==> config.mk <==
export PLATFORM = sky130hd
export DESIGN_NAME = msg_fifo
export DESIGN_NICKNAME = d
export VERILOG_FILES = /design/src/hdl/mem_msg_pkg.sv /design/src/hdl/msg_fifo.sv
export VERILOG_INCLUDE_DIRS = /design/src /design/src/hdl
export SDC_FILE = /design/constraint.sdc
export NUM_CORES = 1
export LEC_CHECK = 0
export ABC_AREA = 1
export BUFFER_PORTS_ARGS = -buffer_cell sky130_fd_sc_hd__buf_2
export CORE_MARGIN = 10
export CORE_UTILIZATION = 45
export CTS_CLUSTER_SIZE = 25
export DETAILED_ROUTE_END_ITERATION = 6
export GPL_TIMING_DRIVEN = 1
export PLACE_DENSITY = 0.7
export SETUP_SLACK_MARGIN = 0.1
export SLEW_MARGIN = 20
export SYNTH_ARGS = -nofsm -noshare
export SYNTH_HDL_FRONTEND = slang
export SYNTH_SLANG_ARGS = --single-unit
==> constraint.sdc <==
create_clock -name clk -period 4.9 [get_ports clk]
set_input_delay 0.245 -clock clk [delete_from_list [all_inputs] [get_ports clk]]
set_output_delay 0.245 -clock clk [all_outputs]
set_load 0.02 [all_outputs]
==> src/hdl/mem_consts.svh <==
// ------------------------------------------------
// Memory server widths and depths
// Message field sizes, array size and queue depth
// ------------------------------------------------

`ifndef MEM_CONSTS_SVH
`define MEM_CONSTS_SVH

// Message field widths
`define MEM_ADDR_BITS  32
`define MEM_DATA_BITS  32
`define MEM_OPAQ_BITS  8

// One mask bit per data byte
`define MEM_LEN_BITS   4

// Word array, indexed by address bits 9 down to 2
`define MEM_WORDS      256
`define MEM_INDEX_BITS 8

// Default queue depth
`define MSG_FIFO_DEPTH 4

`endif

==> src/hdl/mem_msg_pkg.sv <==
// ------------------------------------------------
// Memory message types
// Opcode and the request and response structs
// ------------------------------------------------

`include "mem_consts.svh"

package mem_msg_pkg;

  // ------------------------------------------------
  // Opcode
  // ------------------------------------------------

  typedef enum logic [0:0] {
    MEM_READ  = 1'b0,
    MEM_WRITE = 1'b1
  } mem_op_e;

  // ------------------------------------------------
  // Request, 77 bits
  // ------------------------------------------------

  typedef struct packed {
    mem_op_e                    op;
    logic [`MEM_OPAQ_BITS-1:0] opaque;
    logic [`MEM_ADDR_BITS-1:0] addr;
    logic [`MEM_LEN_BITS-1:0]  len;
    logic [`MEM_DATA_BITS-1:0] data;
  } mem_req_t;

  // ------------------------------------------------
  // Response, same layout as the request
  // ------------------------------------------------

  // Kept as its own type so the two directions stay apart
  typedef struct packed {
    mem_op_e                    op;
    logic [`MEM_OPAQ_BITS-1:0] opaque;
    logic [`MEM_ADDR_BITS-1:0] addr;
    logic [`MEM_LEN_BITS-1:0]  len;
    logic [`MEM_DATA_BITS-1:0] data;
  } mem_resp_t;

endpackage

==> src/hdl/msg_fifo.sv <==
// ------------------------------------------------
// Message FIFO
// Circular buffer of a parameter message type
// with an occupancy count and free slot count
// ------------------------------------------------

`timescale 1ns/1ps

`include "mem_consts.svh"

module msg_fifo
  import mem_msg_pkg::*;
#(
  parameter type t_msg = mem_req_t,
  parameter int  depth = `MSG_FIFO_DEPTH
) (
  input  logic                         clk,
  input  logic                         rst,

  input  logic                         push,
  input  t_msg                         push_msg,
  output logic                         not_full,

  input  logic                         pop,
  output t_msg                         pop_msg,
  output logic                         not_empty,

  output logic [$clog2(depth+1)-1:0]   free
);

  localparam int cnt_bits = $clog2(depth + 1);
  localparam int ptr_bits = (depth > 1) ? $clog2(depth) : 1;

  t_msg                buf_mem [depth];
  logic [ptr_bits-1:0] wr_ptr;
  logic [ptr_bits-1:0] rd_ptr;
  logic [cnt_bits-1:0] count;

  logic do_push;
  logic do_pop;

  assign not_full  = (count != cnt_bits'(depth));
  assign not_empty = (count != '0);
  assign free      = cnt_bits'(depth) - count;

  // A full queue still takes a push when the head leaves this cycle
  assign do_pop  = pop && not_empty;
  assign do_push = push && (not_full || do_pop);

  assign pop_msg = buf_mem[rd_ptr];

  // ------------------------------------------------
  // Pointers and count
  // ------------------------------------------------

  always_ff @(posedge clk) begin
    if (rst) begin
      wr_ptr <= '0;
      rd_ptr <= '0;
      count  <= '0;
    end else begin
      if (do_push) begin
        wr_ptr <= (wr_ptr == ptr_bits'(depth - 1)) ? '0 : wr_ptr + 1'b1;
      end
      if (do_pop) begin
        rd_ptr <= (rd_ptr == ptr_bits'(depth - 1)) ? '0 : rd_ptr + 1'b1;
      end
      if (do_push && !do_pop) begin
        count <= count + 1'b1;
      end else if (do_pop && !do_push) begin
        count <= count - 1'b1;
      end
    end
  end

  // Storage
  always_ff @(posedge clk) begin
    if (do_push) begin
      buf_mem[wr_ptr] <= push_msg;
    end
  end

endmodule

==> results of run 1 <==
where the power goes:
group	total [mW]	switching, mW	internal [mW]
combinational	2.26	1.60	0.665
clock	2.38	0.964	1.41
sequential	3.40	0.109	3.29
total	8.04	2.67	5.37
cell type report:
class / instances / area, um2 / area share
multi-input cells: 429 / 2140 / 0.144
clock inverters: 17 / 130 / 0.00879
repair buffers: 251 / 1670 / 0.113
well taps: 335 / 419 / 0.0283
inverters: 22 / 90.1 / 0.00609
flip-flops and latches: 317 / 9430 / 0.637
diodes: 3 / 7.51 / 0.000507
clock buffers: 44 / 910 / 0.0615
metrics by stage:
step	hold slack [ps]	instances	utilization
2_1_floorplan	344	818	-
3_3_place_gp	459	1277	0.498
3_5_place_dp	461	1277	0.498
4_1_cts	55.6	1415	0.568
5_1_grt	101	1417	0.568
6_report	88.7	1418	0.568
routing by layer:
metal,up-vias,global-route usage,share of wire
met4,0,0.0397,0.014
met5,-,0,0
met3,38,0.0384,0.071
met1,3590,0.193,0.43
met2,223,0.246,0.49
li1,3540,-,-
cell usage after synthesis:
cell and count:
a21oi_1 4, buf_2 8, buf_4 6, buf_6 11, clkbuf_1 15, clkbuf_2 7
clkbuf_4 3, dfxtp_1 9, edfxtp_1 308, fa_1 1, ha_1 9, inv_1 20
inv_2 1, inv_8 1, nand2_1 10, nand3_1 3, nand4_1 1, nor2_1 166
o21ai_0 153, o21ai_1 5, o22ai_1 77
cell families after synthesis:
kind of cell | Yosys count | share of synthesized area
AO/OA/AOI/OAI | 239 | 0.108
buffers and inverters | 72 | 0.0346
flip-flops | 317 | 0.789
AND/OR/NAND/NOR | 180 | 0.0571
adder cells (fa/ha/maj) | 10 | 0.0111
critical path, stage by stage (launching register included):
cell and delay, ps:
dfxtp_4 750, buf_4 630, o21ai_0 190, o22ai_1 270, buf_2 220
what timing repair did:
action,4_1_cts,5_1_grt
buffers inserted,0,0
endpoints found under the hold margin,305,0
hold buffers,77,0
registers in the layout (all words and copies together), names as in the netlist, named ones only:
signal and flops:
buf_mem 308, count 3, wr_ptr 2, rd_ptr 2
how the worst min path moves through the flow:
stage                 start                  endpoint  slack (ps)  cells after the start
2_1_floorplan   push_msg[0]   buf_mem[0][0]$_DFFE_PP_         340                      0
3_3_place_gp   push_msg[22]  buf_mem[0][22]$_DFFE_PP_         460                      1
3_5_place_dp   push_msg[11]  buf_mem[1][11]$_DFFE_PP_         460                      1
4_1_cts                 rst    wr_ptr[1]$_SDFFE_PP0P_          60                      4
5_1_grt                push    wr_ptr[1]$_SDFFE_PP0P_         100                      3
6_report                rst    wr_ptr[1]$_SDFFE_PP0P_          90                      4
cells in the final DEF (no fill, tap or decap):
master / n
inv_6: 1
inv_8: 1
clkinvlp_4: 1
a21oi_1: 4
nand2_1: 10
nand4_1: 1
edfxtp_1: 308
nor2_4: 4
dlygate4sd3_1: 77
ha_1: 9
clkbuf_1: 9
o22ai_1: 77
buf_4: 12
clkinv_1: 9
nor2_1: 162
dfxtp_1: 7
fa_1: 1
buf_2: 162
dfxtp_2: 1
o21ai_1: 5
bufinv_16: 2
clkbuf_16: 35
nand3_1: 3
inv_2: 1
diode_2: 3
dfxtp_4: 1
inv_1: 20
clkinv_2: 4
o21ai_0: 153
==> results.py, run 1 <==
metrics = {
    "timing": {
        "setup_slack_ps": 2030,
        "max_slew.worst_pin.slew_ps": 864,
        "grt_setup_unrepaired": "false",
        "setup_tns_ps": 0,
        "finalCritPeriodShare": 0.586,
        "fmax_mhz": 348,
        "slew_violations": 0,
        "skew_ps": 9.69,
        "min_period_ps": 2870,
        "slew_headroom": 0.424,
        "setup_viol": 0,
        "hold_viol": 0,
    },
    "global_route": {
        "grt_pass1_wl_mm": 40.3,
        "grt_pass1_vias": 7392,
        "grtUsageTotal": 0.149,
        "grt_max_degree": 155,
        "grt-ovfl-total": 0,
        "antenna_found_initial": 3,
    },
    "final_layout": {
        "final_area_mm2": 0.0148,
        "drive_gt1_frac": 0.208,
        "n_fill_cell": 2034,
        "syn2layout_area_growth_pct": 23.9,
        "nets": 1146,
    },
    "power_and_ir_drop": {
        "p_leak_nw": 5.27,
        "ir_worst_vdd_mv": 0.397,
        "p_total_mw": 8.04,
        "cellPowerDensity_mw_per_mm2": 543,
    },
    "route": {
        "drc": 0,
        "drt-initial-drc-count": 470,
        "vias": 7391,
        "firstDrtPassIters": 4,
        "wl_per_cell_um": 18.4,
        "viasPerCell": 5.21,
        "routed_wl_mm": 26.0,
        "ant_nets": 0,
    },
    "yosys": {
        "synth_area_leaders": "edfxtp_1, o21ai_0, nor2_1",
        "synthesis.area_mm2": 0.0119,
        "yosysUniqueCellTypes": 21,
        "syn-num-nets": 909,
        "synthCells": 818,
        "ys_warn_count": 0,
        "synth_seq_cells": 317,
        "syn_avg_cell_area_um2": 14.6,
        "synth_largest_area_cell": "edfxtp_1",
        "yosysSeqAreaShare": 0.789,
        "synth_top_area_frac": 0.774,
    },
    "hold_path": {
        "min_path_type": "input port to flip-flop",
    },
    "cts": {
        "clock_sinks": 317,
        "clk_latency_ps": 500,
        "path_clk_slew_ps": 60,
        "cts.path.max_buffers": 3,
        "cts_resized": 0,
        "cts_tree": "yes",
        "h-tree-depth": 2,
        "cts_buffers": 34,
        "root_buffer": "clkbuf_16",
    },
    "die": {
        "initial_core_util": 0.459,
        "die_y_um": 183,
        "core-area_mm2": 0.0261,
        "row_count": 59,
        "die_w_um": 183,
        "dieArea_mm2": 0.0335,
        "ios": 163,
    },
    "placement": {
        "dp_hpwl_mm": 14.6,
        "dpl_cell_area_mm2": 0.0130,
        "io_buffers": 162,
        "place.gp.congestion": 0.746,
        "pre_cts_ws_ps": 2230,
    },
    "setup_path": {
        "regToRegSetupSlack_ps": 2230,
        "cp_max_fo": 66,
        "crit_required_ps": 4660,
        "critical_path.endpoint": "pop_msg[38]",
        "end_kind": "primary output",
        "crit-reg2reg-launch": "count[0]$_SDFFE_PP0P_",
        "timing.rr.end": "count[2]$_SDFFE_PP0P_",
        "crit_arrival_ps": 2630,
        "critPathKind": "flip-flop to primary output",
        "worst_setup_path_start_kind": "flip-flop",
        "reg2reg_depth": 17,
    },
    "job": {
        "drv_cap": 0,
    },
    "outcome": {
        "status": "finished clean",
    },
}
(Power assumes the default switching activity.)
==> run 2, diff against run 1 <==
- PLACE_DENSITY: 0.7 -> 0.68
- clock period: 4.9 -> 2.7 ns (I/O delays scaled with it)
==> results.py, run 2 (synthesis gave the netlist of run 1 again) <==
metrics = {
    "global_route": {
        "grt_pass1_vias": 7761,
        "grtUsageTotal": 0.151,
        "grt-ovfl-total": 0,
        "grt_max_degree": 155,
        "antenna_found_initial": 2,
        "grt_pass1_wl_mm": 41.1,
    },
    "final_layout": {
        "drive_gt1_frac": 0.226,
        "nets": 1150,
        "top_register": "buf_mem",
        "largest_reg_flops": 308,
        "final_util": 0.575,
        "n_fill_cell": 2022,
        "final_common_cell": "edfxtp_1",
        "top_regs": "buf_mem x308, count x3",
        "final_cell_mix": "edfxtp_1, nor2_1, buf_2, o21ai_0, dlygate4sd3_1",
        "syn2layout_area_growth_pct": 25.5,
        "final_area_mm2": 0.0150,
    },
    "hold_path": {
        "hold_path_depth": 4,
        "min_path_type": "input port to flip-flop",
    },
    "cts": {
        "post_cts_buffers": 0,
        "clk_latency_ps": 540,
        "cts.path.max_buffers": 3,
        "clock_sinks": 317,
        "cts_tree": "yes",
        "h-tree-depth": 1,
        "path_clk_slew_ps": 60,
        "root_buffer": "clkbuf_16",
        "cts_buffers": 31,
    },
    "die": {
        "core-area_mm2": 0.0261,
        "dieArea_mm2": 0.0335,
        "die_w_um": 183,
        "initial_core_util": 0.459,
        "die_y_um": 183,
        "ios": 163,
        "row_count": 59,
    },
    "power_and_ir_drop": {
        "cellPowerDensity_mw_per_mm2": 978,
        "ir_worst_vdd_mv": 0.645,
        "p_leak_nw": 5.34,
        "p_total_mw": 14.7,
    },
    "setup_path": {
        "end_kind": "primary output",
        "worst_setup_path_start_kind": "flip-flop",
        "cp_max_fo": 32,
        "reg2reg_depth": 11,
        "crit_required_ps": 2570,
        "crit_arrival_ps": 2270,
        "critPathKind": "flip-flop to primary output",
    },
    "timing": {
        "setup_slack_ps": 295,
        "skew_ps": 13.3,
        "hold_viol": 0,
        "max_slew.worst_pin.slew_ps": 792,
        "slew_headroom": 0.472,
        "fmax_mhz": 416,
        "slew_violations": 0,
        "min_period_ps": 2410,
        "setup_tns_ps": 0,
        "finalCritPeriodShare": 0.891,
        "grt_setup_unrepaired": "false",
        "setup_viol": 0,
    },
    "placement": {
        "io_buffers": 162,
        "dp_hpwl_mm": 14.8,
        "place.gp.congestion": 0.750,
        "dpl_cell_area_mm2": 0.0132,
        "pre_cts_ws_ps": 512,
    },
    "route": {
        "drt-initial-drc-count": 578,
        "firstDrtPassIters": 4,
        "ant_nets": 0,
        "vias": 7435,
        "viasPerCell": 5.24,
        "routed_wl_mm": 26.4,
        "drc": 0,
        "wl_per_cell_um": 18.6,
    },
    "job": {
        "drv_cap": 0,
    },
    "outcome": {
        "status": "finished clean",
    },
}
==> run 2: cell count changes in the layout (fill, tap and decap cells not counted), sizes merged <==
cell / delta
clkinv: +2
inv: -1
buf: +3
diode: -1
bufinv: +2
clkbuf: -10
dlygate4sd3: +4
clkinvlp: +1
==> run 2: cell type report <==
cell class / count / area (um2) / share of cell area
diodes: 2 / 5.00 / 0.000334
clock buffers: 34 / 787 / 0.0525
clock inverters: 21 / 211 / 0.0141
inverters: 22 / 95.1 / 0.00634
multi-input cells: 429 / 2190 / 0.146
flip-flops and latches: 317 / 9440 / 0.629
well taps: 335 / 419 / 0.0280
repair buffers: 258 / 1850 / 0.123
==> run 2: stage by stage <==
step                      hold slack (ps)  cells
final                                26.1   1418
after global routing                 34.5   1418
after CTS                           0.504   1416
after detailed placement              350   1280
after global placement                351   1280
after floorplan                       234    818
==> run 2: where the power goes <==
part	internal, mW	switching [mW]	total [mW]
Clock	2.47	1.72	4.19
Combinational	1.35	2.99	4.34
Sequential	5.96	0.179	6.14
==> run 2: critical path, cell delays in order, from the launching register on <==
cell,delay (ps)
dfxtp_2,740
buf_4,340
o21ai_0,110
o22ai_1,290
buf_2,230
==> run 2: metal layers <==
metal / part of all wire / vias up / global-route usage
met3: 0.064 / 40 / 0.0335
met4: 0.017 / 0 / 0.0368
met2: 0.48 / 194 / 0.253
met5: 0 / - / 0
li1: - / 3550 / -
met1: 0.44 / 3651 / 0.194
==> run 2: worst paths after layout <==
path | endpoint | startpoint | slack [ps]
worst min-delay path | wr_ptr[1]$_SDFFE_PP0P_ | push | 30
worst max-delay path | pop_msg[42] | flip-flop | 290
worst min register to register | count[0]$_SDFFE_PP0P_ | count[0]$_SDFFE_PP0P_ | 490
worst max register to register | wr_ptr[0]$_SDFFE_PP0P_ | count[0]$_SDFFE_PP0P_ | 330
==> run 2: what timing repair did <==
| item | CTS | global route |
|---|---|---|
| gates resized for setup | 0 | 0 |
| hold buffers | 81 | 0 |
| endpoints found under the hold margin | 317 | 0 |
==> run 3, diff against run 2 <==
- CORE_ASPECT_RATIO: default -> 0.75
==> results.py, run 3 (synthesis gave the netlist of run 1 again) <==
metrics = {
    "outcome": {
        "status": "finished clean",
    },
    "setup_path": {
        "slowest_delay_ps": 500,
        "critical-path-slowest-cell": "buf_12",
        "critPathKind": "flip-flop to primary output",
        "crit_required_ps": 2570,
        "reg2reg_depth": 17,
        "crit-reg2reg-launch": "count[0]$_SDFFE_PP0P_",
        "path_delay_family": "buffers and inverters",
        "worst_setup_path_start_kind": "flip-flop",
        "end_kind": "primary output",
        "regToRegSetupSlack_ps": 490,
        "crit_chain": "buf_12 -> o21ai_0 -> o22ai_1 -> buf_2",
        "crit_arrival_ps": 2270,
        "cp_max_fo": 154,
        "worst-path-buf-inv": 2,
        "timing.rr.end": "count[2]$_SDFFE_PP0P_",
    },
    "die": {
        "initial_core_util": 0.459,
        "ios": 163,
        "die_w_um": 208,
        "row_count": 51,
        "core-area_mm2": 0.0260,
        "dieArea_mm2": 0.0335,
        "die_y_um": 161,
    },
    "cts": {
        "h-tree-depth": 1,
        "path_clk_slew_ps": 60,
        "clk_latency_ps": 540,
        "post_cts_buffers": 0,
        "cts_buffers": 31,
        "cts_tree": "yes",
        "clock_sinks": 317,
        "cts.path.max_buffers": 3,
        "root_buffer": "clkbuf_16",
    },
    "power_and_ir_drop": {
        "p_leak_nw": 5.34,
        "p_sw_frac": 0.332,
        "p_int_mw": 10.1,
        "power_frac_comb": 0.293,
        "cellPowerDensity_mw_per_mm2": 1000,
        "p_clk_frac": 0.302,
        "seq_power_share": 0.405,
        "ir_worst_vdd_mv": 0.555,
        "switching_power_mw": 5.00,
    },
    "final_layout": {
        "final_cell_mix": "edfxtp_1, nor2_1, buf_2, o21ai_0, dlygate4sd3_1",
        "largest_reg_flops": 308,
        "top_register": "buf_mem",
        "drive_gt1_frac": 0.222,
        "final_common_cell": "edfxtp_1",
        "top_regs": "buf_mem x308, count x3",
        "stdcell_count": 1427,
        "final_util": 0.578,
        "final_area_mm2": 0.0151,
        "syn2layout_area_growth_pct": 26.0,
        "nets": 1147,
    },
    "route": {
        "vias": 7331,
        "viasPerCell": 5.14,
        "drc": 0,
        "firstDrtPassIters": 4,
        "routed_wl_mm": 27.2,
        "drt-initial-drc-count": 458,
        "wl_per_cell_um": 19.1,
        "ant_nets": 0,
    },
    "global_route": {
        "grt-ovfl-total": 0,
        "grt_pass1_vias": 7423,
        "grt_pass1_wl_mm": 42.8,
        "grtUsageTotal": 0.157,
        "antenna_found_initial": 4,
        "grt_max_degree": 155,
    },
    "timing": {
        "min_period_ps": 2400,
        "setup_tns_ps": 0,
        "hold_viol": 0,
        "grt_setup_unrepaired": "false",
        "finalCritPeriodShare": 0.889,
        "setup_viol": 0,
        "max_slew.worst_pin.slew_ps": 653,
        "skew_ps": 11.9,
        "slew_violations": 0,
        "slew_headroom": 0.565,
        "hold_ws_ps": 337,
        "fmax_mhz": 417,
    },
    "placement": {
        "dp_hpwl_mm": 15.4,
        "place.gp.congestion": 0.741,
        "dpl_cell_area_mm2": 0.0132,
        "io_buffers": 162,
        "placedCellCount": 1287,
    },
    "job": {
        "drv_cap": 0,
    },
    "hold_path": {
        "hold_path_depth": 2,
        "min_path_type": "input port to flip-flop",
        "min_to": "buf_mem[3][68]$_DFFE_PP_",
        "min-delay-start": "push_msg[68]",
    },
}
-- run 3: changes by cell type in the layout (fill, tap and decap cells not counted), sizes merged --
cell	previous run	this run
bufinv	4	7
diode	2	4
buf	177	175
clkinv	15	12
dlygate4sd3	81	80
clkbuf	34	33
clkinvlp	2	3
inv	22	23
-- run 3: worst reg2reg max path, cell delays in order, from the launching register on --
cell and delay, ps:
dfxtp_2 380, inv_2 60, ha_4 170, ha_4 170, inv_6 50, nand2_4 60, nand2_4 120, nand2_8 90
inv_1 80, ha_1 160, inv_1 70, fa_1 380, inv_1 60, nand2_1 60, nand3_1 80, nand2_1 50
inv_1 40, nor2_1 30
-- run 3: power by group through the flow --
| stage | Clock (mW) | Sequential (mW) | Combinational [mW] |
|---|---|---|---|
| after detailed placement | 0 | 6.20 | 4.39 |
| after global placement | 0 | 6.19 | 4.35 |
| after floorplan | 0 | 6.18 | 2.91 |
| after CTS | 4.63 | 6.10 | 4.50 |
| after global routing | 4.86 | 6.14 | 4.87 |
| final | 4.55 | 6.10 | 4.42 |
-- run 3: cell type report --
class / instances / area (um2)
tap: 344 / 430
clock inverter: 23 / 300
fill: 2052 / 11000
multi-input combinational: 429 / 2190
clock buffer: 33 / 783
antenna: 4 / 10.0
timing repair buffer: 255 / 1800
sequential: 317 / 9440
inverter: 22 / 100
-- run 3: stage by stage --
step                power, mW  worst slack [ps]
floorplan                9.09              74.8
global placement         10.5               528
detailed placement       10.6               495
CTS                      15.2               287
global route             15.9               168
finish                   15.1               299
-- run 3: how the worst max path moves through the flow --
stage	from	to	depth (start not counted)
2_1_floorplan	count[0]$_SDFFE_PP0P_	buf_mem[0][0]$_DFFE_PP_	8
3_3_place_gp	count[0]$_SDFFE_PP0P_	count[2]$_SDFFE_PP0P_	17
3_5_place_dp	count[0]$_SDFFE_PP0P_	count[2]$_SDFFE_PP0P_	17
4_1_cts	flip-flop	pop_msg[41]	5
5_1_grt	flip-flop	pop_msg[63]	4
6_report	flip-flop	pop_msg[70]	4
-- run 3: per-layer routing --
metal	GRT usage	up-vias	share of wire
met5	0	-	0
met4	0.0302	0	0.016
met3	0.0399	35	0.067
met2	0.249	182	0.45
met1	0.217	3573	0.47
li1	-	3541	-
-- run 3: repair_timing --
action	CTS	global route
endpoints found under the hold margin	317	0
gates resized for setup	0	1
endpoints found under the setup margin	0	1
hold buffers	80	0
