<file path="src/hdl/mem_consts.svh">
// ------------------------------------------------
// Memory server widths and depths
// Message field sizes, array size and queue depth
// ------------------------------------------------

`ifndef MEM_CONSTS_SVH
`define MEM_CONSTS_SVH

// Message field widths
`define MEM_ADDR_BITS  32
`define MEM_DATA_BITS  32
`define MEM_OPAQ_BITS  8

// One mask bit per data byte
`define MEM_LEN_BITS   4

// Word array, indexed by address bits 9 down to 2
`define MEM_WORDS      256
`define MEM_INDEX_BITS 8

// Default queue depth
`define MSG_FIFO_DEPTH 4

`endif

</file>
<file path="src/hdl/mem_msg_pkg.sv">
// ------------------------------------------------
// Memory message types
// Opcode and the request and response structs
// ------------------------------------------------

`include "mem_consts.svh"

package mem_msg_pkg;

  // ------------------------------------------------
  // Opcode
  // ------------------------------------------------

  typedef enum logic [0:0] {
    MEM_READ  = 1'b0,
    MEM_WRITE = 1'b1
  } mem_op_e;

  // ------------------------------------------------
  // Request, 77 bits
  // ------------------------------------------------

  typedef struct packed {
    mem_op_e                    op;
    logic [`MEM_OPAQ_BITS-1:0] opaque;
    logic [`MEM_ADDR_BITS-1:0] addr;
    logic [`MEM_LEN_BITS-1:0]  len;
    logic [`MEM_DATA_BITS-1:0] data;
  } mem_req_t;

  // ------------------------------------------------
  // Response, same layout as the request
  // ------------------------------------------------

  // Kept as its own type so the two directions stay apart
  typedef struct packed {
    mem_op_e                    op;
    logic [`MEM_OPAQ_BITS-1:0] opaque;
    logic [`MEM_ADDR_BITS-1:0] addr;
    logic [`MEM_LEN_BITS-1:0]  len;
    logic [`MEM_DATA_BITS-1:0] data;
  } mem_resp_t;

endpackage

</file>
<file path="src/hdl/mem_server_ctrl.sv">
// ------------------------------------------------
// Memory server control
// Two-stage pipeline: issue on the array, then
// build and push the response
// ------------------------------------------------

`timescale 1ns/1ps

`include "mem_consts.svh"

module mem_server_ctrl
  import mem_msg_pkg::*;
(
  input  logic                                  clk,
  input  logic                                  rst,

  // Request queue head
  input  logic                                  req_ready,
  input  mem_req_t                              req_head,
  output logic                                  req_pop,

  // Response queue side
  input  logic [$clog2(`MSG_FIFO_DEPTH+1)-1:0]  resp_free,
  input  logic                                  resp_pop,
  output logic                                  resp_push,
  output mem_resp_t                             resp_out,

  // Word array
  output logic                                  arr_rd_en,
  output logic                                  arr_wr_en,
  output logic [`MEM_INDEX_BITS-1:0]            arr_index,
  output logic [`MEM_LEN_BITS-1:0]              arr_byte_en,
  output logic [`MEM_DATA_BITS-1:0]             arr_wr_data,
  input  logic [`MEM_DATA_BITS-1:0]             arr_rd_data
);

  // ------------------------------------------------
  // Stage 2 registers
  // ------------------------------------------------

  logic                       s2_valid;
  mem_op_e                    s2_op;
  logic [`MEM_OPAQ_BITS-1:0] s2_opaque;
  logic [`MEM_ADDR_BITS-1:0] s2_addr;
  logic [`MEM_LEN_BITS-1:0]  s2_len;

  logic can_push;
  logic stall;
  logic s1_fire;

  // ------------------------------------------------
  // Flow control
  // ------------------------------------------------

  // A slot is free now, or the head leaves the response queue this cycle
  assign can_push = (resp_free != '0) || resp_pop;

  // Stage 2 holding a response with nowhere to go freezes both stages
  assign stall = s2_valid && !can_push;

  assign resp_push = s2_valid && can_push;

  // Stage 1 takes the head whenever stage 2 drains or is empty
  assign s1_fire = req_ready && !stall;
  assign req_pop = s1_fire;

  // ------------------------------------------------
  // Stage 1: decode and issue
  // ------------------------------------------------

  assign arr_rd_en   = s1_fire && (req_head.op == MEM_READ);
  assign arr_wr_en   = s1_fire && (req_head.op == MEM_WRITE);
  assign arr_index   = req_head.addr[`MEM_INDEX_BITS+1:2];
  assign arr_byte_en = req_head.len;
  assign arr_wr_data = req_head.data;

  // ------------------------------------------------
  // Stage 2: hold request while read data returns
  // ------------------------------------------------

  always_ff @(posedge clk) begin
    if (rst) begin
      s2_valid <= 1'b0;
    end else if (!stall) begin
      s2_valid <= s1_fire;
    end
  end

  always_ff @(posedge clk) begin
    if (s1_fire) begin
      s2_op     <= req_head.op;
      s2_opaque <= req_head.opaque;
      s2_addr   <= req_head.addr;
      s2_len    <= req_head.len;
    end
  end

  // Response echoes the request, data only for reads
  always_comb begin
    resp_out.op     = s2_op;
    resp_out.opaque = s2_opaque;
    resp_out.addr   = s2_addr;
    resp_out.len    = s2_len;
    if (s2_op == MEM_READ) begin
      resp_out.data = arr_rd_data;
    end else begin
      resp_out.data = '0;
    end
  end

endmodule

</file>
<file path="config.mk">
export PLATFORM = sky130hd
export DESIGN_NAME = mem_server_ctrl
export DESIGN_NICKNAME = d
export VERILOG_FILES = /design/src/hdl/mem_msg_pkg.sv /design/src/hdl/mem_server_ctrl.sv
export VERILOG_INCLUDE_DIRS = /design/src /design/src/hdl
export SDC_FILE = /design/constraint.sdc
export NUM_CORES = 1
export LEC_CHECK = 0
export BUFFER_PORTS_ARGS = -buffer_cell sky130_fd_sc_hd__buf_2
export CAP_MARGIN = 0
export CORE_ASPECT_RATIO = 0.7
export CORE_MARGIN = 5
export CORE_UTILIZATION = 31
export CTS_BUF_LIST = sky130_fd_sc_hd__clkbuf_8
export DETAILED_ROUTE_END_ITERATION = 16
export PLACE_DENSITY_LB_ADDON = 0.12
export SYNTH_ARGS = -nofsm -noshare
export SYNTH_HDL_FRONTEND = slang
export SYNTH_SLANG_ARGS = --single-unit
export TNS_END_PERCENT = 10
</file>
<file path="constraint.sdc">
create_clock -name clk -period 4.3 [get_ports clk]
set_input_delay 0.43 -clock clk [delete_from_list [all_inputs] [get_ports clk]]
set_output_delay 0.43 -clock clk [all_outputs]
set_load 0.03 [all_outputs]
</file>
==> summary.txt, run 1 <==
Die
  – Die area: 8270 sq um
  – I/O Pins: 241
  – Starting Density: 32.3%
  – Die Span Y: 77.6 um
  – Row count: 24
  – Core Footprint: 6280 sq um
  – Die X: 107 um

GRT
  – Initial antenna violation count: 0
  – Total GRT Usage: 13.2%
  – First-pass GRT wire length: 8420 um
  – Largest net degree at the start of global routing: 34
  – Gr ovfl total: 0
  – Vias in the first global route: 1557

Clock tree
  – Skew-Pair Late Insertion Delay: 0.29 ns
  – H-tree Lvls: 2
  – Clock sink total: 46
  – CTS tree: yes
  – Hold_buf cts: 0
  – CTS max path bufs: 2
  – Clock root buffer: clkbuf_8
  – # resized after CTS: 0
  – CTS Buf Count: 5
  – Worst-path clk slew: 0.08 ns
  – Post-CTS Setup Repair Bufs: 0

Route
  – Vias/cell: 4.13
  – Final WL: 5830 um
  – Remaining DRCs: 0
  – Final ANT Viol Nets: 0
  – First-pass iteration count of the detailed router: 3
  – 1st-iter DRT viols: 30
  – Routed vias: 1444
  – Drt wl/cell: 16.7 um

Power and ir drop
  – PnR Total Power: 0.984 mW
  – Gate power share: 21.5%
  – Reg power frac: 53.8%
  – Pwr Density: 358 nW/um^2
  – Int Pwr: 0.700 mW
  – Switching share of power: 28.9%
  – VDD IR max: 0.000142 V
  – Lkg Pwr: 1.39 nW
  – Clock network fraction of design power: 24.6%
  – Net switching power figure: 0.284 mW

STA
  – Peak Freq: 0.492 GHz
  – Max Slew Vio Count: 0
  – Clock Skews: 0.00805 ns
  – Hold WS: 0.312 ns
  – Max-slew headroom: 47.5%
  – Final critical-path required period: 2.03 ns
  – Final setup fails: 0
  – Setup_tns: 0 ns
  – Slew @ Worst Pin: 0.788 ns
  – Fin crit share: 47.3%
  – RSZ-0062 raised after global routing: no
  – Hold Fails Final Rpt: 0

Final layout
  – P&R area growth vs syn: 36.0%
  – Diode count: 0
  – Final net count: 388
  – Share of layout cells above drive strength 1: 68.0%
  – Filler cells: 619
  – Post-route non-filler standard cell count: 350
  – Final instance area: 2750 sq um

Min path
  – Hold Path Class: in -> reg

Worst setup path
  – Req. time, crit path: 3.87 ns
  – Startpoint Class: register
  – CP max FO: 33
  – Setup CP Type: reg -> out
  – Arrival @ worst endpoint: 1.60 ns
  – Crit. End Element: output port

Place
  – Port Buffers: 176
  – Placed inst area: 2670 sq um
  – Final HPWL DP: 4930 um
  – Placer Congestion: 0.780
  – # placed instances: 343

Yosys
  – Synth area leaders: edfxtp_1 (67%), buf_4 (17%), and2b_1 (8.9%)
  – Register bit count reported by yosys: 46
  – Synth cell types: 13
  – Synth top area share: 66.7%
  – Largest area contributor in the netlist: edfxtp_1
  – Mapped Avg Cell Area: 14.9 sq um
  – Seq/Total Area, Yosys: 67.7%
  – Synthesized instance count: 136
  – Synth Net Count: 252
  – Synthesized cell area: 2020 sq um
  – Syn. warnings: 0

Status
  – Status: finished, final reports clean

Run
  – MaxCap Viol Count: 0
==> flip-flops by register name, summed over array words and instances, names as in the netlist <==
name       cells
s2_addr       32
s2_op          1
s2_len         4
s2_valid       1
s2_opaque      8
==> logic make-up after synthesis <==
group / Yosys count / share of synthesized area [%]
buffers and inverters: 49 / 17.4
DFF: 46 / 67.7
AOI/OAI and AO/OA: 4 / 1.30
and+or+nand+nor: 37 / 13.5
==> synthesized netlist by cell type <==
library cell  instances
a21boi_0              1
nand2b_1              1
nor2b_1              10
a21oi_1               2
and2b_1              24
clkbuf_1              3
a22o_1                1
dfxtp_1               1
nand2_1               1
edfxtp_1             45
nor4_4                1
inv_1                 1
buf_4                45
==> layout by cell type (no fill, tap or decap) <==
cell type and count:
clkinvlp_4 1, buf_4 1, nand2_1 1, nor2b_1 10, buf_2 176, nor4_4 1
nand2b_1 1, clkbuf_8 5, dfxtp_1 1, edfxtp_1 45, and2b_1 24, inv_1 2
a22o_1 1, a21boi_4 1, a21oi_1 2
==> power by group through the flow <==
| stage | Clock [mW] | Combinational [mW] | Sequential (mW) |
|---|---|---|---|
| finish | 0.242 | 0.212 | 0.530 |
| global route | 0.272 | 0.225 | 0.533 |
| CTS | 0.255 | 0.215 | 0.531 |
| detailed placement | 0 | 0.215 | 0.540 |
| global placement | 0 | 0.214 | 0.540 |
| floorplan | 0 | 0.142 | 0.588 |
==> routing by layer <==
layer	share of wire, %	global-route usage, %	wire [um]	vias up
met2	56	25.4	3240	95
met3	12	7.13	716	22
met5	0	0	0	-
met1	29	11.1	1690	641
li1	-	-	-	686
met4	3.0	5.75	176	0
==> per-stage QoR <==
| stage | worst slack, ns | utilization [%] |
|---|---|---|
| after CTS | 2.20 | 43.9 |
| after floorplan | 0.764 | - |
| final | 2.27 | 43.9 |
| after detailed placement | 2.28 | 42.6 |
| after global routing | 2.08 | 43.9 |
| after global placement | 2.32 | 42.6 |
==> worst max-delay path: stages (launching register included) <==
cell and delay, ns:
edfxtp_1 0.87, and2b_1 0.28, buf_2 0.18
==> path summary, 6_finish.rpt <==
check	start	to	slack [ns]	cells past startpoint
setup reg to reg	s2_valid	s2_addr[10]	2.57	2
setup / recovery	s2_op	resp_out[0]	2.27	2
hold / removal	req_head[37]	s2_addr[1]	0.31	1
hold reg to reg	s2_valid	s2_valid	0.76	2
==> final cells by class <==
cell class / instances / area [sq um] / area share [%]
clock buffer: 5 / 68.8 / 2.50
clock inverter: 2 / 11.3 / 0.409
multi-input combinational: 41 / 312 / 11.3
tap: 78 / 97.6 / 3.55
timing repair buffer: 177 / 888 / 32.3
inverter: 1 / 3.75 / 0.136
sequential: 46 / 1370 / 49.8
(Power assumes the default switching activity.)
==> run 2, diff against run 1 <==
Settings changed: ABC_AREA set to 1.
Clock period 4.3 ns to 1.85 ns, I/O delays scaled along.
==> summary.txt, run 2 <==
Yosys
  – Asr flop ratio synth: 0% (unchanged)
  – Post-synthesis compound-gate area fraction: 0.795% (-0.50 points)
  – Register bit count reported by yosys: 46 (unchanged)
  – Synth Net Count: 285 (+13%)
  – Synth area leaders: edfxtp_1 (66%), buf_4 (17%), inv_1 (6.4%)
  – Mux cell area share after synthesis: 0% (unchanged)
  – Synth top area share: 66.0% (-0.73 points)
  – Synthesized cell area: 2050 sq um (+1.1%)
  – Main combinational cell family by area after synthesis: buffers and inverters
  – Adder-Cell Fraction of Synth Area: 0% (unchanged)
  – Seq/Total Area, Yosys: 67.0% (-0.75 points)
  – Most frequent cells after synthesis: buf_4 (45), edfxtp_1 (45), inv_1 (35)
  – Simple-Gate Fraction of Synth Area: 7.64% (-5.9 points)
  – Mapped Avg Cell Area: 12.1 sq um (-19%)
  – Synthesized instance count: 169 (+24%)
  – Post-synth EDFFs: 45 (unchanged)
  – Post-Synth XOR/XNOR Area: 0% (unchanged)
  – Largest area contributor in the netlist: edfxtp_1
  – Syn. warnings: 0 (unchanged)
  – Synth cell types: 11 (-2)
  – Top FF cell, synth: edfxtp_1

Power and ir drop
  – PnR Total Power: 2.45 mW (+150%)
  – VDD IR max: 0.000359 V (+150%)
  – Pwr Density: 873 nW/um^2 (+140%)
  – Lkg Pwr: 1.50 nW (+7.6%)

STA
  – Fin crit share: 83.0%
  – Max Slew Vio Count: 0 (unchanged)
  – Max-slew headroom: 79.8% (+32 points)
  – Setup_tns: 0 ns (unchanged)
  – Hold WS: 0.0478 ns (-0.264 ns)
  – Peak Freq: 0.651 GHz
  – Hold Fails Final Rpt: 0 (unchanged)
  – RSZ-0062 raised after global routing: no
  – Final setup fails: 0 (unchanged)
  – Clock Skews: 0.00474 ns (-0.00331 ns)
  – Slew @ Worst Pin: 0.304 ns (-0.484 ns)
  – Final critical-path required period: 1.54 ns

Die
  – Row count: 24 (unchanged)
  – Starting Density: 32.3% (+0.050 points)
  – I/O Pins: 241 (unchanged)
  – Die area: 8350 sq um (+0.99%)
  – Core Footprint: 6340 sq um (+0.96%)
  – Die X: 107 um (+0.51%)
  – Die Span Y: 78.0 um (+0.48%)

GRT
  – First-pass GRT wire length: 8810 um (+4.7%)
  – Total GRT Usage: 14.1% (+0.93 points)
  – Initial antenna violation count: 0 (unchanged)
  – Gr ovfl total: 0 (unchanged)
  – Largest net degree at the start of global routing: 34 (unchanged)
  – Vias in the first global route: 1568 (+0.71%)

Worst setup path
  – Crit. End Element: output port
  – Setup CP Type: reg -> out
  – Startpoint Class: register
  – FF-to-FF path depth: 4 (+2)
  – Beginning of the critical path: s2_valid
  – R2R Path End: s2_addr[4]
  – Arrival @ worst endpoint: 1.35 ns (-0.25 ns)
  – CP max FO: 12 (-64%)
  – Req. time, crit path: 1.66 ns (-2.21 ns)
  – R2r setup slk: 0.46 ns (-2.11 ns)
  – FF-to-FF Start: s2_valid

Clock tree
  – Clock sink total: 46 (unchanged)
  – CTS Buf Count: 5 (unchanged)
  – # resized after CTS: 0 (unchanged)
  – Clock root buffer: clkbuf_8
  – Skew-Pair Late Insertion Delay: 0.29 ns (about the same)
  – Post-CTS Setup Repair Bufs: 0 (unchanged)
  – Hold_buf cts: 0 (unchanged)
  – CTS max path bufs: 2 (unchanged)
  – Worst-path clk slew: 0.08 ns (about the same)
  – CTS tree: yes
  – H-tree Lvls: 2 (unchanged)

Status
  – Status: finished, final reports clean

Min path
  – Worst hold stages: 2 (+1)
  – Hold Startpoint: rst
  – Hold Path Class: in -> reg
  – Worst Hold End: s2_valid

Final layout
  – Final net count: 423 (+9.0%)
  – Largest register FFs: 32 (unchanged)
  – Finished Core Util: 44.3% (+0.43 points)
  – Largest register by flop count: s2_addr
  – P&R area growth vs syn: 37.1%
  – Largest registers: s2_addr: 32 flops, s2_opaque: 8 flops, s2_len: 4 flops
  – Most frequent cells in the layout: buf_2 (176), edfxtp_1 (45), inv_1 (35)
  – Most common cell after layout, fill and taps aside: buf_2
  – Diode count: 0 (unchanged)
  – Share of layout cells above drive strength 1: 62.3% (-5.7 points)

Run
  – MaxCap Viol Count: 0 (unchanged)

Route
  – Final WL: 6170 um (+5.8%)
  – First-pass iteration count of the detailed router: 4 (+1)
  – Final ANT Viol Nets: 0 (unchanged)
  – Vias/cell: 3.83 (-7.2%)
  – Drt wl/cell: 15.5 um (-7.2%)
  – 1st-iter DRT viols: 45 (+50%)
  – Routed vias: 1528 (+5.8%)
  – Remaining DRCs: 0 (unchanged)

Place
  – Port Buffers: 176 (unchanged)
  – Placer Congestion: 0.719 (-7.8%)
  – Final HPWL DP: 5230 um (+6.0%)
run 2: cell types whose count changed in the layout (fill, tap and decap cells not counted), moves of 2 or more:
cell     previous run  this run
a21oi_1             2         0
and2b_1            24         0
buf_4               1         3
inv_1               2        35
nor2_1              0        34
nor2_2              0         2
nor2b_1            10         0
run 2: per-layer routing:
metal | track usage, % | share of wire [%] | vias to the layer above
met4 | 9.07 | 5.3 | 0
met3 | 5.89 | 11 | 38
met5 | 0 | 0 | -
li1 | - | - | 749
met2 | 25.7 | 54 | 66
met1 | 13.0 | 30 | 675
run 2: kinds of logic (layout without fill, tap and decap cells):
family	count (synthesis)	count (layout)
buffers and inverters	83	222
flip-flops	46	46
AND/OR/NAND/NOR	38	38
AO/OA/AOI/OAI	2	2
run 2: through the flow:
step | setup slack (ns) | area (sq um) | std cells
5_1_grt | 0.174 | 2810 | 399
2_1_floorplan | 0.176 | 2050 | 169
6_report | 0.314 | 2810 | 399
4_1_cts | 0.274 | 2810 | 399
3_3_place_gp | 0.372 | 2700 | 391
3_5_place_dp | 0.355 | 2700 | 391
run 2: where the power goes:
part	total (mW)	internal, mW	switching (mW)	leakage [nW]
combinational	0.507	0.154	0.353	0.996
sequential	1.22	1.21	0.0119	0.448
clock	0.721	0.397	0.324	0.0556
run 2: worst max-delay path: stages, from the launching register on:
cell        delay [ns]
dfxtp_1           0.35
nand3_2           0.10
nand2_2           0.11
clkinvlp_4        0.24
buf_2             0.26
run 2: layout make-up:
class,instances,area (sq um)
Fill cell,642,3530
Tap cell,91,114
Multi-Input combinational cell,40,173
Sequential cell,46,1370
Clock inverter,3,41.3
Clock buffer,5,68.8
Timing Repair Buffer,179,903
Inverter,35,135
run 2: worst max-delay path by stage:
stage,to,cells after the start
floorplan,s2_addr[0],3
CTS,req_pop,4
detailed placement,s2_addr[6],6
finish,req_pop,4
global route,req_pop,4
global placement,s2_len[3],6
==> run 3, diff against run 2 <==
Settings changed: ABC_AREA 1 to 0.
Clock period 1.85 ns to 1.33 ns, I/O delays scaled along.
==> summary.txt, run 3 (same netlist as run 1, synthesis figures left out) <==
STA
  – Fin crit share: 103%
  – Post-route setup slack: -0.0334 ns (-0.348 ns)
  – Final setup fails: 24 (+24)
  – Hold WS: 0.0150 ns (-0.0328 ns)
  – Peak Freq: 0.733 GHz
  – Slew @ Worst Pin: 0.303 ns (-0.00105 ns)
  – RSZ-0062 raised after global routing: yes
  – Max Slew Vio Count: 0 (unchanged)
  – Max-slew headroom: 79.7% (-0.082 points)
  – Hold Fails Final Rpt: 0 (unchanged)
  – Clock Skews: 0.00210 ns (-0.00264 ns)
  – Final critical-path required period: 1.36 ns

Power and ir drop
  – Pwr Density: 1080 nW/um^2 (+23%)
  – Clock network fraction of design power: 24.9% (-4.5 points)
  – Switching share of power: 29.2% (+1.1 points)
  – PnR Total Power: 3.34 mW (+36%)
  – VDD IR max: 0.000458 V (+27%)
  – Reg power frac: 51.1% (+1.3 points)
  – Int Pwr: 2.36 mW (+34%)
  – Lkg Pwr: 1.52 nW (+1.5%)
  – Net switching power figure: 0.973 mW (+41%)
  – Gate power share: 24.0% (+3.3 points)

Final layout
  – Diode count: 0 (unchanged)
  – Share of layout cells above drive strength 1: 65.7% (+3.3 points)
  – Filler cells: 616 (-4.0%)
  – P&R area growth vs syn: 52.9%
  – Final net count: 412 (-2.6%)
  – Post-route non-filler standard cell count: 375 (-6.0%)
  – Most common cell after layout, fill and taps aside: buf_2
  – Largest register FFs: 32 (unchanged)
  – Area of the multi-input gates: 312 sq um (+80%)
  – Largest registers: s2_addr: 32 flops, s2_opaque: 8 flops, s2_len: 4 flops
  – Sequential cell area: 1370 sq um (about the same)
  – Largest register by flop count: s2_addr
  – Most frequent cells in the layout: buf_2 (144), edfxtp_1 (45), buf_4 (33)

Place
  – # placed instances: 348 (-11%)
  – Port Buffers: 176 (unchanged)
  – Placer Congestion: 0.739 (+2.8%)
  – Final HPWL DP: 5050 um (-3.4%)

Worst setup path
  – Slowest CP cell: edfxtp_1
  – Setup CP Type: reg -> out
  – Family with the most delay on the worst path: flip-flops
  – Crit-path cells: buf_6 > and2b_1 > buf_4
  – Startpoint Class: register
  – Buf+Inv Stages, Crit Path: 2 (unchanged)
  – CP max stage delay: 0.38 ns (+0.03 ns)
  – CP max FO: 33 (+21)
  – Arrival @ worst endpoint: 1.23 ns (-0.12 ns)
  – Crit. End Element: output port
  – Req. time, crit path: 1.20 ns (-0.46 ns)

GRT
  – First-pass GRT wire length: 8860 um (+0.54%)
  – Gr ovfl total: 0 (unchanged)
  – Total GRT Usage: 13.8% (-0.29 points)
  – Largest net degree at the start of global routing: 34 (unchanged)
  – Vias in the first global route: 1633 (+4.1%)
  – Initial antenna violation count: 0 (unchanged)

Die
  – Starting Density: 32.3% (-0.050 points)
  – Core Footprint: 6280 sq um (-0.95%)
  – Die Span Y: 77.6 um (-0.48%)
  – Row count: 24 (unchanged)
  – Die area: 8270 sq um (-0.98%)
  – I/O Pins: 241 (unchanged)
  – Die X: 107 um (-0.50%)

Route
  – Drt wl/cell: 16.7 um (+8.2%)
  – Vias/cell: 4.10 (+7.0%)
  – First-pass iteration count of the detailed router: 4 (unchanged)
  – Routed vias: 1537 (+0.59%)
  – Final WL: 6270 um (+1.7%)
  – Final ANT Viol Nets: 0 (unchanged)
  – Remaining DRCs: 0 (unchanged)
  – 1st-iter DRT viols: 34 (-24%)

Clock tree
  – CTS max path bufs: 2 (unchanged)
  – Worst-path clk slew: 0.08 ns (about the same)
  – Skew-Pair Late Insertion Delay: 0.29 ns (about the same)
  – Clock root buffer: clkbuf_8
  – Clock sink total: 46 (unchanged)
  – H-tree Lvls: 2 (unchanged)
  – CTS tree: yes
  – CTS Buf Count: 5 (unchanged)

Status
  – Status: complete, but fails checks
  – Failing checks: negative setup slack

Min path
  – Hold Path Class: in -> reg

Run
  – MaxCap Viol Count: 0 (unchanged)
## run 3: power groups by stage
stage	registers [mW]	clock network (mW)	logic, mW
final	1.70	0.832	0.801
after global routing	1.71	0.926	0.846
after detailed placement	1.74	0	0.730
after global placement	1.74	0	0.726
after floorplan	1.90	0	0.461
after CTS	1.70	0.874	0.790
## run 3: path summary, 6_finish.rpt
check	start	endpoint	cells past startpoint	slack, ns
hold reg to reg	s2_valid	s2_valid	2	0.70
setup reg to reg	s2_valid	s2_opaque[4]	3	0.16
hold / removal	req_head[46]	s2_addr[10]	1	0.01
setup / recovery	s2_op	resp_out[21]	3	-0.03
## run 3: stage by stage
step | setup slack (ns) | TNS [ns] | instance area, sq um | utilization [%]
2_1_floorplan | -0.350 | -15.85 | 2040 | -
3_3_place_gp | 0.0972 | 0 | 2740 | 43.6
3_5_place_dp | 0.0782 | 0 | 2740 | 43.6
4_1_cts | -0.0531 | -0.984 | 3020 | 48.1
5_1_grt | -0.116 | -2.78 | 3100 | 49.3
6_report | -0.0334 | -0.526 | 3100 | 49.3
## run 3: what timing repair did
action	4_1_cts	5_1_grt
endpoints found under the hold margin	11	6
endpoints found under the setup margin	33	32
setup buffers	2	0
pin swaps	1	0
gates resized for setup	27	8
hold buffers	11	6
## run 3: area by class of cell
class                   instances  area share [%]
inverters                       1           0.121
clock inverters                 3           0.687
well taps                      78            3.15
clock buffers                   5            2.22
flip-flops and latches         46            44.3
repair buffers                201            39.4
multi-input cells              41            10.1
## run 3: metal layers
| metal | track usage (%) | up-vias | wire length [um] |
|---|---|---|---|
| li1 | - | 734 | - |
| met1 | 15.5 | 701 | 2290 |
| met2 | 23.6 | 65 | 3170 |
| met3 | 4.89 | 37 | 564 |
| met4 | 6.90 | 0 | 249 |
| met5 | 0 | - | 0 |
